File: src/design/axis_shift_pkg.sv
package axis_shift_pkg;

    // beat geometry for the full-width build
    // 64 bytes per beat, one keep bit per byte
    localparam int data_bytes_default = 64;

    // bits per byte lane
    localparam int byte_bits = 8;

    // full data bus width
    localparam int data_bits_default = data_bytes_default * byte_bits;

    // offset must hold a popcount of 0..64, so one bit more than log2(64)
    localparam int offset_bits = $clog2(data_bytes_default) + 1;

    // rotate stage numbers run 0..5 for the 64-byte build
    localparam int stage_index_bits = 3;

    // one beat of payload, byte 0 in the low bits
    typedef logic [data_bits_default-1:0] beat_data_t;

    // byte enables, bit n qualifies byte n
    typedef logic [data_bytes_default-1:0] beat_keep_t;

    // byte count or running packet offset
    // counts go up to 64; offsets stay in 0..63
    typedef logic [offset_bits-1:0] byte_offset_t;

    // selects which offset bit a stage looks at
    // stage i rotates by 2**i bytes
    typedef logic [stage_index_bits-1:0] stage_index_t;

endpackage

File: src/design/axis_stage_if.sv
`timescale 1ns/1ps

// one beat as it sits between two register stages of the rotate pipeline
interface axis_stage_if
    import axis_shift_pkg::*;
();

    // payload bytes, rotated progressively along the chain
    beat_data_t   data;

    // byte enables, rotated together with the data
    beat_keep_t   keep;

    // packet byte offset of this beat, modulo beat width
    // each stage consumes one bit of it
    byte_offset_t offset;

    // beat present in this stage
    logic         valid;

    // end of packet marker
    logic         last;

    // last beat of the whole transfer, carried untouched
    logic         last_transfer;

    // register stage that produces the beat
    modport src (
        output data,
        output keep,
        output offset,
        output valid,
        output last,
        output last_transfer
    );

    // register stage that consumes the beat
    modport dst (
        input data,
        input keep,
        input offset,
        input valid,
        input last,
        input last_transfer
    );

endinterface

File: src/design/byte_rotate_stage.sv
`timescale 1ns/1ps

// execute side of the pipeline
// one register stage, rotates the beat left by a fixed 2**stage_index
// bytes when the matching bit of its offset is set
module byte_rotate_stage
    import axis_shift_pkg::*;
#(
    parameter int           data_bytes  = data_bytes_default,
    parameter stage_index_t stage_index = '0
) (
    input  logic aclk,
    input  logic aresetn,
    input  logic enable,
    axis_stage_if.dst up,
    axis_stage_if.src down
);

    // rotate distance of this stage
    localparam int shift_bytes = 1 << stage_index;
    localparam int shift_bits  = shift_bytes * byte_bits;

    // active part of the bus for this build
    localparam int data_bits = data_bytes * byte_bits;

    // shifter outputs before the register
    beat_data_t rot_data;
    beat_keep_t rot_keep;

    // this stage's share of the offset
    logic rot_sel;

    assign rot_sel = up.offset[stage_index];

    // left rotate moves byte n up to byte n + shift_bytes
    // top bytes wrap around into the bottom lanes
    // lanes above data_bytes stay zero
    always_comb begin
        rot_data = '0;
        rot_keep = '0;
        if (rot_sel) begin
            rot_data[data_bits-1:0] = {
                up.data[data_bits-shift_bits-1:0],
                up.data[data_bits-1:data_bits-shift_bits]
            };
            rot_keep[data_bytes-1:0] = {
                up.keep[data_bytes-shift_bytes-1:0],
                up.keep[data_bytes-1:data_bytes-shift_bytes]
            };
        end else begin
            rot_data[data_bits-1:0]  = up.data[data_bits-1:0];
            rot_keep[data_bytes-1:0] = up.keep[data_bytes-1:0];
        end
    end

    // payload register
    always_ff @(posedge aclk) begin
        if (!aresetn) begin
            down.data <= '0;
            down.keep <= '0;
        end else if (enable) begin
            down.data <= rot_data;
            down.keep <= rot_keep;
        end
    end

    // sideband copied through unchanged
    // offset still needed by the later stages and by the consumer
    always_ff @(posedge aclk) begin
        if (!aresetn) begin
            down.offset        <= '0;
            down.valid         <= 1'b0;
            down.last          <= 1'b0;
            down.last_transfer <= 1'b0;
        end else if (enable) begin
            down.offset        <= up.offset;
            down.valid         <= up.valid;
            down.last          <= up.last;
            down.last_transfer <= up.last_transfer;
        end
    end

endmodule

File: src/flat_wrapper.sv
// flat-port wrapper written by rule: the top's interface ports become plain ports
module byte_rotate_stage_flat import axis_shift_pkg::*;
#(
    parameter int           data_bytes  = data_bytes_default,
    parameter stage_index_t stage_index = '0
)
  (aclk, aresetn, enable, up_data, up_keep, up_offset, up_valid, up_last, up_last_transfer, down_data, down_keep, down_offset, down_valid, down_last, down_last_transfer);
  axis_stage_if up_i ();
  axis_stage_if down_i ();
  input  logic aclk;
  input  logic aresetn;
  input  logic enable;
  input wire logic [$bits(up_i.data)-1:0] up_data;
  input wire logic [$bits(up_i.keep)-1:0] up_keep;
  input wire logic [$bits(up_i.offset)-1:0] up_offset;
  input wire logic [$bits(up_i.valid)-1:0] up_valid;
  input wire logic [$bits(up_i.last)-1:0] up_last;
  input wire logic [$bits(up_i.last_transfer)-1:0] up_last_transfer;
  output wire logic [$bits(down_i.data)-1:0] down_data;
  output wire logic [$bits(down_i.keep)-1:0] down_keep;
  output wire logic [$bits(down_i.offset)-1:0] down_offset;
  output wire logic [$bits(down_i.valid)-1:0] down_valid;
  output wire logic [$bits(down_i.last)-1:0] down_last;
  output wire logic [$bits(down_i.last_transfer)-1:0] down_last_transfer;
  assign up_i.data = up_data;
  assign up_i.keep = up_keep;
  assign up_i.offset = up_offset;
  assign up_i.valid = up_valid;
  assign up_i.last = up_last;
  assign up_i.last_transfer = up_last_transfer;
  assign down_data = down_i.data;
  assign down_keep = down_i.keep;
  assign down_offset = down_i.offset;
  assign down_valid = down_i.valid;
  assign down_last = down_i.last;
  assign down_last_transfer = down_i.last_transfer;
  byte_rotate_stage #(.data_bytes(data_bytes), .stage_index(stage_index)) u_core (.aclk(aclk), .aresetn(aresetn), .enable(enable), .up(up_i), .down(down_i));
endmodule
File: config.mk
export PLATFORM = sky130hd
export DESIGN_NAME = byte_rotate_stage_flat
export DESIGN_NICKNAME = d
export VERILOG_FILES = /design/src/design/axis_shift_pkg.sv /design/src/design/axis_stage_if.sv /design/src/design/byte_rotate_stage.sv /design/src/flat_wrapper.sv
export SDC_FILE = /design/constraint.sdc
export NUM_CORES = 1
export LEC_CHECK = 0
export BUFFER_PORTS_ARGS = -buffer_cell sky130_fd_sc_hd__buf_2
export CORE_AREA = 2 2 456 458
export DETAILED_ROUTE_END_ITERATION = 8
export DIE_AREA = 0 0 458 460
export PLACE_DENSITY_LB_ADDON = 0.08
export SLEW_MARGIN = 20
export SYNTH_ARGS = -nofsm -noshare
export SYNTH_HDL_FRONTEND = slang
export SYNTH_SLANG_ARGS = --single-unit
File: constraint.sdc
create_clock -name aclk -period 1.5 [get_ports aclk]
set_clock_uncertainty 0.1 [all_clocks]
set_input_delay 0.15 -clock aclk [delete_from_list [all_inputs] [get_ports aclk]]
set_output_delay 0.15 -clock aclk [all_outputs]
set_load 0.005 [all_outputs]
==> results by group <==
Worst hold path
  – HP Class: input port to flop
  – Hold_sp: enable
  – Hold depth: 5

Final layout
  – Area Growth Syn to Fin: 99.1%
  – Final net count: 5,303
  – Area of the multi-input gates: 0.0117 sq mm
  – Finished Core Util: 24.4%
  – Post-route cell area: 0.0502 sq mm
  – Area occupied by registers: 0.0124 sq mm
  – Fill count: 22,596
  – Layout cells sized above 1: 40.5%

Floorplanning
  – Core Region: 0.206 sq mm
  – Die Ht: 460 um
  – Die ar.: 0.211 sq mm
  – Starting Density: 12.2%
  – Row cnt: 167
  – Die Span X: 458 um
  – Num ports: 1,175

Yosys
  – Post-synth cell types: 14
  – Top-area cell type share of the netlist area: 46.5%
  – Cell taking the most area after synthesis: dfxtp_1
  – Synth Cell Area: 0.0252 sq mm
  – Post-synthesis net count: 3,181
  – Synth Area per Inst: 9.73 sq um
  – Yosys reg bits: 586
  – Mapped Cells: 2,592
  – YS warnings: 0
  – Post-synthesis sequential area ratio: 46.5%
  – Synth top area cells: dfxtp_1 47%, mux2i_1 23%, a21oi_1 11%

Placed design
  – Port Buffers: 1,174
  – DPL Wire Length: 139,000 um
  – Gpl congestion: 0.821
  – DP Area: 0.0347 sq mm

Setup path
  – Crit path top cell by count: buf_12
  – Critical path depth: 5
  – Largest stage delay on the critical path: 1.18 ns
  – Crit path max fanout: 19
  – CP endpoint kind: flop
  – Kind of critical path: input port to flop
  – Critical Path, Cell by Cell: buf_8 > buf_12 > buf_12 > dlygate4sd3_1 > a21oi_1
  – Critical Path Source: enable
  – WP buf/inv: 4
  – Launch point of the worst reg-to-reg path: u_core.down.data[247]
  – CP top delay family: buffers and inverters
  – Startpoint type of the worst setup path: input port
  – Required @ worst endpoint: 1.95 ns
  – Critical Path AT: 1.95 ns
  – Slowest CP cell: dlygate4sd3_1
  – R2r worst-path depth: 4

Global routing
  – Vias in the first global route: 29,914
  – Met2 usage: 27.6%
  – Grt total ovfl: 0
  – GRT Resource Usage Total: 16.3%
  – Met3 usage: 4.79%
  – First-pass GRT wire length: 244,000 um
  – Met1 usage: 20.1%
  – GRT Max-Usage Layer: met2
  – Largest net degree at the start of global routing: 59
  – Initial antenna violation count: 57

STA
  – FMAX: 664 MHz
  – Fin crit period: 1.51 ns
  – Fin. Hold Viols: 0
  – Fin crit share: 100%
  – Slew Viols, Final: 0
  – Final worst slack: -0.00706 ns
  – Headroom to the max-slew limit: 30.1%
  – Unrepaired setup endpoints after global routing: true
  – Actual slew at the worst max-slew pin: 1.05 ns
  – Endpoints failing setup: 1
  – Worst hold slack: 0.0105 ns

Clock network
  – # H-tree levels: 3
  – Worst-path clk slew: 0.07 ns
  – Buffer depth of the longest clock path: 3
  – Clock Sinks: 586
  – Inserted Clock Buffers: 87
  – CTS tree: done
  – Worst-Skew Late Latency: 0.70 ns
  – CTS Root Cell: clkbuf_16

Route
  – Final ANT Viol Nets: 0
  – DRT Wirelength: 180,000 um
  – Vias post-DR: 28,854
  – Detailed-router iteration count before antenna repair: 5
  – Via density: 3.84
  – Routed wire length per instance: 23.9 um
  – Residual DRC: 0
  – DR iter-0 viols: 1,400

Status
  – Failing checks: negative setup slack
  – Status: finished, violations left

Pwr
  – Pwr Total: 50.1 mW
  – Leakage: 22.4 nW
  – Max VDD drop: 0.000814 V
  – Cell area power density: 997 mW/mm^2

Run
  – Max cap viols: 0
==> worst paths after layout <==
path                                               to  slack [ns]
worst max register to register  u_core.down.data[247]        0.09
worst max-delay path            u_core.down.data[245]      -0.007
worst min-delay path             u_core.down.data[47]        0.01
worst min register to register   u_core.down.keep[62]        0.41
==> Yosys cell counts, drive strengths merged <==
| master | number |
|---|---|
| dfxtp | 586 |
| mux2i | 586 |
| buf | 140 |
| o21ai | 576 |
| a21oi | 576 |
| clkbuf | 118 |
| nor2b | 10 |
==> timing repair <==
action | 4_1_cts | 5_1_grt
endpoints found under the setup margin | 455 | 124
buffers inserted | 3 | 2
gates resized for setup | 999 | 29
hold buffers | 952 | 7
hold endpoints to repair | 586 | 19
==> tightest hold or removal path, stage by stage <==
cell and delay (ns):
buf_8 0.14, buf_12 0.12, buf_12 0.15, o21ai_0 0.10
a21oi_1 0.10
==> kinds of logic (layout without fill, tap and decap cells) <==
group,after synthesis,after routing,share of synthesized area [%]
buf+inv,258,2447,7.10
simple gates,10,10,0.248
mux,586,586,23.3
flops,586,586,46.5
compound gates,1152,1152,22.9
other cells,0,22,0
==> cells in the final DEF (no fill, tap or decap), types with 4 or more instances in the layout <==
master	netlist	final
a21oi_1	576	576
buf_12	5	71
buf_2	60	814
buf_4	13	109
buf_6	1	345
buf_8	54	7
bufinv_16	0	4
clkbuf_1	117	24
clkbuf_16	0	91
clkbuf_8	0	22
clkinv_2	0	10
dfxtp_1	586	128
dfxtp_2	0	431
dfxtp_4	0	27
diode_2	0	22
dlygate4sd3_1	0	943
mux2i_1	586	586
nor2b_1	10	10
o21ai_0	570	570
o21ai_1	6	6
==> stage by stage <==
step | cells | TNS (ns) | setup slack (ns)
final | 7507 | -0.00706 | -0.00706
after global routing | 7498 | -1.07 | -0.0555
after detailed placement | 6372 | -0.516 | -0.134
after global placement | 6372 | -0.404 | -0.120
after floorplan | 2592 | 0 | 0.404
after CTS | 7483 | -2.93 | -0.0890
==> power by group <==
group          total (mW)  leakage, nW  switching [mW]  internal [mW]
clock                21.6         1.44            8.73           12.9
combinational        10.8         16.0            4.97           5.80
sequential           17.7         5.01           0.788           16.9
==> per-layer routing <==
metal	wire, um	up-vias
met3	12100	223
met4	4780	46
li1	-	13779
met2	84700	966
met1	77900	13840
met5	252	-
==> sequential cells by signal (all words and copies together) (netlist names) <==
register                   count
u_core.down.data             512
u_core.down.keep              64
u_core.down.last               1
u_core.down.last_transfer      1
u_core.down.offset             7
u_core.down.valid              1
==> cell type report <==
cell class	instances	share of cell area, %
timing repair buffer	2291	39.4
sequential	586	24.6
multi-input combinational	1748	23.3
tap	2704	6.74
clock buffer	137	5.32
clock inverter	19	0.523
antenna	22	0.110
Note: power is estimated with default switching activity, not from simulation.
