File: config.mk
export PLATFORM = sky130hd
export DESIGN_NAME = keep_byte_counter
export DESIGN_NICKNAME = d
export VERILOG_FILES = /design/src/design/axis_shift_pkg.sv /design/src/design/keep_byte_counter.sv
export SDC_FILE = /design/constraint.sdc
export NUM_CORES = 1
export LEC_CHECK = 0
export BUFFER_PORTS_ARGS = -buffer_cell sky130_fd_sc_hd__buf_2
export CORE_UTILIZATION = 52
export DETAILED_ROUTE_END_ITERATION = 8
export PLACE_DENSITY = 0.83
export SYNTH_ARGS = -nofsm -noshare
export SYNTH_HDL_FRONTEND = slang
export SYNTH_SLANG_ARGS = --single-unit
File: constraint.sdc
create_clock -name aclk -period 8.8 [get_ports aclk]
set_clock_uncertainty 0.2 [all_clocks]
set_input_delay 1.32 -clock aclk [delete_from_list [all_inputs] [get_ports aclk]]
set_output_delay 1.32 -clock aclk [all_outputs]
set_load 0.005 [all_outputs]
File: src/design/axis_shift_pkg.sv
package axis_shift_pkg;

    // beat geometry for the full-width build
    // 64 bytes per beat, one keep bit per byte
    localparam int data_bytes_default = 64;

    // bits per byte lane
    localparam int byte_bits = 8;

    // full data bus width
    localparam int data_bits_default = data_bytes_default * byte_bits;

    // offset must hold a popcount of 0..64, so one bit more than log2(64)
    localparam int offset_bits = $clog2(data_bytes_default) + 1;

    // rotate stage numbers run 0..5 for the 64-byte build
    localparam int stage_index_bits = 3;

    // one beat of payload, byte 0 in the low bits
    typedef logic [data_bits_default-1:0] beat_data_t;

    // byte enables, bit n qualifies byte n
    typedef logic [data_bytes_default-1:0] beat_keep_t;

    // byte count or running packet offset
    // counts go up to 64; offsets stay in 0..63
    typedef logic [offset_bits-1:0] byte_offset_t;

    // selects which offset bit a stage looks at
    // stage i rotates by 2**i bytes
    typedef logic [stage_index_bits-1:0] stage_index_t;

endpackage

File: src/design/keep_byte_counter.sv
`timescale 1ns/1ps

// decode side of the pipeline
// turns the keep pattern of each beat into the packet offset that
// the rotate stages use as their shift control
module keep_byte_counter
    import axis_shift_pkg::*;
#(
    parameter int data_bytes = data_bytes_default
) (
    input  logic         aclk,
    input  logic         aresetn,
    input  logic         enable,
    input  beat_keep_t   keep,
    input  logic         valid,
    input  logic         last,
    output byte_offset_t offset
);

    // modulo data_bytes is a mask, data_bytes is a power of two
    localparam byte_offset_t offset_mask = byte_offset_t'(data_bytes - 1);

    // number of kept bytes in the incoming beat
    byte_offset_t keep_count;

    // bytes of the current packet so far, modulo beat width
    byte_offset_t accum;

    // raw sum, can reach 63 + 64 and still fits in offset width
    byte_offset_t accum_sum;

    // accumulator value after this beat
    byte_offset_t accum_next;

    // beat is actually accepted this edge
    logic count_en;

    assign count_en = valid & enable;

    // popcount over the active keep lanes only
    always_comb begin
        keep_count = '0;
        for (int b = 0; b < data_bytes; b++) begin
            keep_count = keep_count + byte_offset_t'(keep[b]);
        end
    end

    // wrap to beat width
    assign accum_sum  = accum + keep_count;
    assign accum_next = accum_sum & offset_mask;

    // running accumulator
    always_ff @(posedge aclk) begin
        if (!aresetn) begin
            accum <= '0;
        end else if (count_en) begin
            // next packet starts aligned
            if (last) begin
                accum <= '0;
            end else begin
                accum <= accum_next;
            end
        end
    end

    // offset of the beat is the count before it was added
    // lines up with the input register of the top level
    always_ff @(posedge aclk) begin
        if (!aresetn) begin
            offset <= '0;
        end else if (count_en) begin
            offset <= accum;
        end
    end

endmodule

==> flow_summary.toml, run 1 <==
[grt]
grt_max_degree = 18
antenna_found_initial = 0
grt_pass1_wl_mm = 6.161
grt_overflow = 0
first_global_vias = 1569
grt_use_total_pct = 17.63

[job]
maxCapViolCount = 0

[sta]
period_needed_ps = 7353
setup_violations = 0
fmax_mhz = 136.0
rsz0062_at_grt = "no"
worst_slew_pin_slew_ps = 533.4
final_max_slew_viol_count = 0
hold_viol_final = 0
finalSetupTns_ps = 0
finalCritPeriodShare_pct = 83.56
slew_headroom_pct = 64.36

[floorplanning]
die_x_um = 68.83
rows = 23
core_area_sq_um = 4144
initial_core_util_pct = 56.04
die_area_sq_um = 4737
pin_count = 76
dieHeight_um = 68.83

[run_status]
status = "finished, final reports clean"

[yosys]
postSynthAreaPerCell_sq_um = 9.364
ys_seq_area_share_pct = 10.34
syn_inst = 248
syn_nets = 390
synth.cell_area_sq_um = 2322
ys_types = 25
ys_seq_elements = 12
yosys_warnings = 0

[cts]
cts_htree_levels = 1
cts_buffer_depth = 2
cts_resized = 0
cts.sinks = 12
clk_latency_ps = 240
numCtsBuffers = 3
cts_tree = "yes"
hold_buffers = 0
cts_root_buf = "clkbuf_8"
clk_pin_slew_worst_paths_ps = 50
post_cts_buffers = 0

[critical_path]
cp_data_arrival_time_ps = 7320
required_ps = 8770
critPathCaptureType = "flip-flop"
path_max_fanout = 2
cp-start-kind = "primary input"
crit_end = "accum[4]"
timing.rr.start = "accum[0]"
crit_type = "primary input to flip-flop"
rr_endpoint = "accum[4]"
r2r_setup_slack_ps = 2780
worstRegToRegCells = 15
startpoint = "keep[17]"

[cells_and_area]
regArea_sq_um = 240.2
nets = 465
final_cell_mix = "inv_1, buf_2, fa_1, ha_1, nand2_1"
fin_area_sq_um = 2791
multiInputGateArea_sq_um = 1677
num_antenna_cells = 0
syn_to_final_growth_pct = 20.20
nFillCells = 345
drive_gt1_share_pct = 24.84
final_common_cell = "inv_1"

[detailed_routing]
routed_wl_mm = 3.820
num_vias = 1691
ant_nets = 0
vias_per_cell = 4.546
routedWlPerCell_um = 10.27
drt_iter0_drc = 104
drc = 0
dr.pass1.iters = 4

[placement]
dp_hpwl_mm = 3.555
gp_congestion = 0.8095
placed_cell_area_sq_um = 2736
portBuffers = 74

[worst_hold_path]
hold_class = "flip-flop to flip-flop"
[how the worst min path moves through the flow]
stage / from / end / depth (start not counted)
after floorplan: accum[0] / offset[0] / 2
after global placement: offset[5] / offset[5] / 2
after detailed placement: offset[5] / offset[5] / 2
after CTS: offset[5] / offset[5] / 2
after global routing: offset[0] / offset[0] / 2
final: offset[5] / offset[5] / 2
[registers in the layout (all words and copies together) (netlist names)]
register	cells
accum	6
offset	6
[through the flow]
step / utilization [%] / setup slack, ps / hold slack (ps) / cells
floorplan: - / 1559 / 244.1 / 248
global placement: 66.03 / 1364 / 238.5 / 368
detailed placement: 66.03 / 1239 / 245.8 / 368
CTS: 67.36 / 1418 / 252.9 / 372
global route: 67.36 / 1275 / 271.5 / 372
finish: 67.36 / 1447 / 247.7 / 372
[cell usage after synthesis]
master    instances  area [sq um]
nand2_1          15         56.30
nand3b_1          1         7.510
xor2_1            1         8.760
a311o_1           1         10.01
xnor2_1           4         35.03
o21a_1            2         15.01
buf_4             1         7.510
o21ai_1           3         15.01
nor2b_4           1         13.76
clkbuf_1          2         7.510
fa_1             56          1121
nor3_1            4         20.02
nor2b_1           5         31.28
nand3_1           1         5.000
a21boi_1          8         60.06
and2b_2           1         8.760
dfxtp_1          12         240.2
or4b_1            2         20.02
a21oi_1           4         20.02
nor4_1            1         6.260
and2_1            1         6.260
inv_1           103         386.6
conb_1            1         3.750
buf_1             1         3.750
ha_1             17         212.7
[per-layer routing]
layer / part of all wire, % / vias up / track usage, %
met5: 0 / - / 0
li1: - / 833 / -
met2: 57 / 51 / 32.35
met1: 38 / 802 / 22.48
met3: 4.3 / 5 / 2.138
met4: 0.79 / 0 / 3.061
[final cells by class]
type,count,area share (%)
Clock buffer,4,1.972
Inverter,103,13.85
Multi-Input combinational cell,129,60.06
Sequential cell,12,8.606
Tap cell,50,2.241
Timing Repair Buffer,74,13.27
[worst max-delay path, stage by stage]
cell	delay, ps
buf_2	110
fa_1	530
inv_1	50
fa_1	490
inv_1	50
fa_1	470
inv_1	50
fa_1	450
fa_1	540
fa_1	440
fa_1	510
fa_1	430
fa_1	420
fa_1	440
nor2b_4	140
o21a_1	130
nor3_1	50
or4b_1	530
a21boi_1	160
[kinds of logic after synthesis]
| group | after synthesis | share of synthesized area [%] |
|---|---|---|
| xor gates and xnor gates | 5 | 1.886 |
| other | 1 | 0.1615 |
| adders and majority gates | 73 | 57.44 |
| buffers and inverters | 107 | 17.46 |
| AOI/OAI and AO/OA | 18 | 5.172 |
| DFF | 12 | 10.34 |
| and+or+nand+nor | 32 | 7.543 |
Power of run 1 is left out: the tool's default activity adds up to more than one toggle a clock period on the data nets, which glitch-free logic cannot reach.
==> run 2: changes to the inputs <==
Settings changed: CORE_UTILIZATION 52 to 47, PLACE_DENSITY 0.83 to 0.79.
Clock period 8.8 ns to 6.3 ns, I/O delays scaled along.
==> flow_summary.toml, run 2 (same netlist as run 1, synthesis figures left out) <==
[cts]
cts_root_buf = "clkbuf_8"
cts_tree = "yes"
hold_buffers = 0
clk_latency_ps = 240
clk_pin_slew_worst_paths_ps = 50
cts.sinks = 12
cts_buffer_depth = 2
numCtsBuffers = 3
cts_htree_levels = 1

[placement]
gp_congestion = 0.7988
place_inst = 387
placed_cell_area_sq_um = 2783
portBuffers = 74
dp_hpwl_mm = 3.446

[critical_path]
path_delay_family = "adder cells"
slowest_delay_ps = 540
r2r_setup_slack_ps = 540
critPathCaptureType = "flip-flop"
worstRegToRegCells = 15
required_ps = 6270
slowest_stage = "fa_1"
crit_top_cell = "fa_1"
crit_path_cell_trace = "buf_6 > inv_2 > fa_1 > inv_2 > fa_2 > inv_2 > fa_2 > fa_1 > fa_1 > fa_1 > fa_1 > fa_1 > fa_2 > fa_2 > nor2b_4 > o21a_1 > nor3_1 > or4b_1 > a21boi_1"
path_max_fanout = 2
timing.rr.start = "accum[0]"
cp_num_buf_inv = 4
rr_endpoint = "accum[4]"
cp-start-kind = "primary input"
crit_type = "primary input to flip-flop"
cp_data_arrival_time_ps = 6730

[grt]
gr-max-usage-layer = "met2"
first_global_vias = 1747
grt_use_total_pct = 16.04
grt_pass1_wl_mm = 6.686
grt_overflow = 0
grt_max_degree = 18
grtUsageMet2_pct = 30.94
antenna_found_initial = 0
gr-usage-met1_pct = 19.33
grtUsageMet3_pct = 0.8333

[sta]
slew_headroom_pct = 60.10
finalCritPeriodShare_pct = 107.3
fmax_mhz = 147.9
rsz0062_at_grt = "yes"
fin_ws_ps = -461.2
hold_viol_final = 0
period_needed_ps = 6761
final_max_slew_viol_count = 0
worst_slew_pin_slew_ps = 597.0
setup_violations = 4

[floorplanning]
core_area_sq_um = 4723
pin_count = 76
die_area_sq_um = 5226
dieHeight_um = 72.29
die_x_um = 72.29
rows = 25
initial_core_util_pct = 49.17

[detailed_routing]
routed_wl_mm = 3.744
vias_per_cell = 4.273
drt_iter0_drc = 85
ant_nets = 0
drc = 0
routedWlPerCell_um = 9.551
dr.pass1.iters = 4
num_vias = 1675

[cells_and_area]
fin_util_pct = 61.48
instances_no_fill = 392
nets = 468
final_cell_mix = "inv_1, buf_2, fa_1, ha_1, nand2_1"
regArea_sq_um = 240.2
multiInputGateArea_sq_um = 1727
top_regs = "accum (6), offset (6)"
drive_gt1_share_pct = 32.31
nFillCells = 414
syn_to_final_growth_pct = 25.05
fin_area_sq_um = 2904
final_common_cell = "inv_1"
num_antenna_cells = 0

[run_status]
status = "complete, but fails checks"
violations = "negative setup slack"

[worst_hold_path]
hold_class = "flip-flop to flip-flop"
hp-start = "offset[0]"
holdPathEnd = "offset[0]"
hold_depth = 2

[job]
maxCapViolCount = 0
-- run 2: cell count changes in the layout (fill, tap and decap cells not counted), sizes merged --
| cell | change |
|---|---|
| buf | +3 |
-- run 2: worst max path at each step --
| stage | cells past startpoint | from | endpoint | slack, ps |
|---|---|---|---|---|
| CTS | 19 | keep[35] | accum[4] | -470 |
| finish | 19 | keep[35] | accum[4] | -460 |
| detailed placement | 19 | keep[35] | accum[4] | -730 |
| floorplan | 18 | keep[23] | accum[4] | -450 |
| global placement | 19 | keep[17] | accum[4] | -650 |
| global route | 19 | keep[35] | accum[4] | -600 |
-- run 2: layout make-up --
class	count	area share, %
clock buffers	4	1.896
multi-input cells	129	59.46
well taps	67	2.887
repair buffers	77	14.17
flip-flops and latches	12	8.272
inverters	103	13.31
-- run 2: what timing repair did --
item	in CTS	in global routing
buffers inserted	0	1
gates resized for setup	13	9
endpoints found under the setup margin	4	5
pin swaps	14	11
-- run 2: stage by stage --
step	worst slack (ps)	setup TNS [ps]	hold slack (ps)
final	-461.2	-1101	244.9
after global placement	-648.4	-2224	237.3
after CTS	-469.3	-1163	249.3
after global routing	-595.3	-1866	271.9
after floorplan	-454.1	-1047	244.1
after detailed placement	-734.7	-2559	242.1
-- run 2: routing by layer --
layer  up-vias  routed length, um  share of wire [%]
met5         -                  0                  0
met3         2                123                3.3
met4         0                 19               0.51
met2        43               2083                 56
li1        841                  -                  -
met1       789               1517                 41
-- run 2: worst reg2reg max path, cell delays in order (launching register included) --
cell      delay, ps
dfxtp_1         350
inv_1            70
fa_1            560
fa_1            440
fa_1            470
fa_1            550
fa_1            440
fa_1            510
fa_1            430
fa_2            360
fa_2            380
nor2b_4         130
o21a_1          140
nor3_1           50
or4b_1          500
a21boi_1        130
Power of run 2 is left out for the same reason.
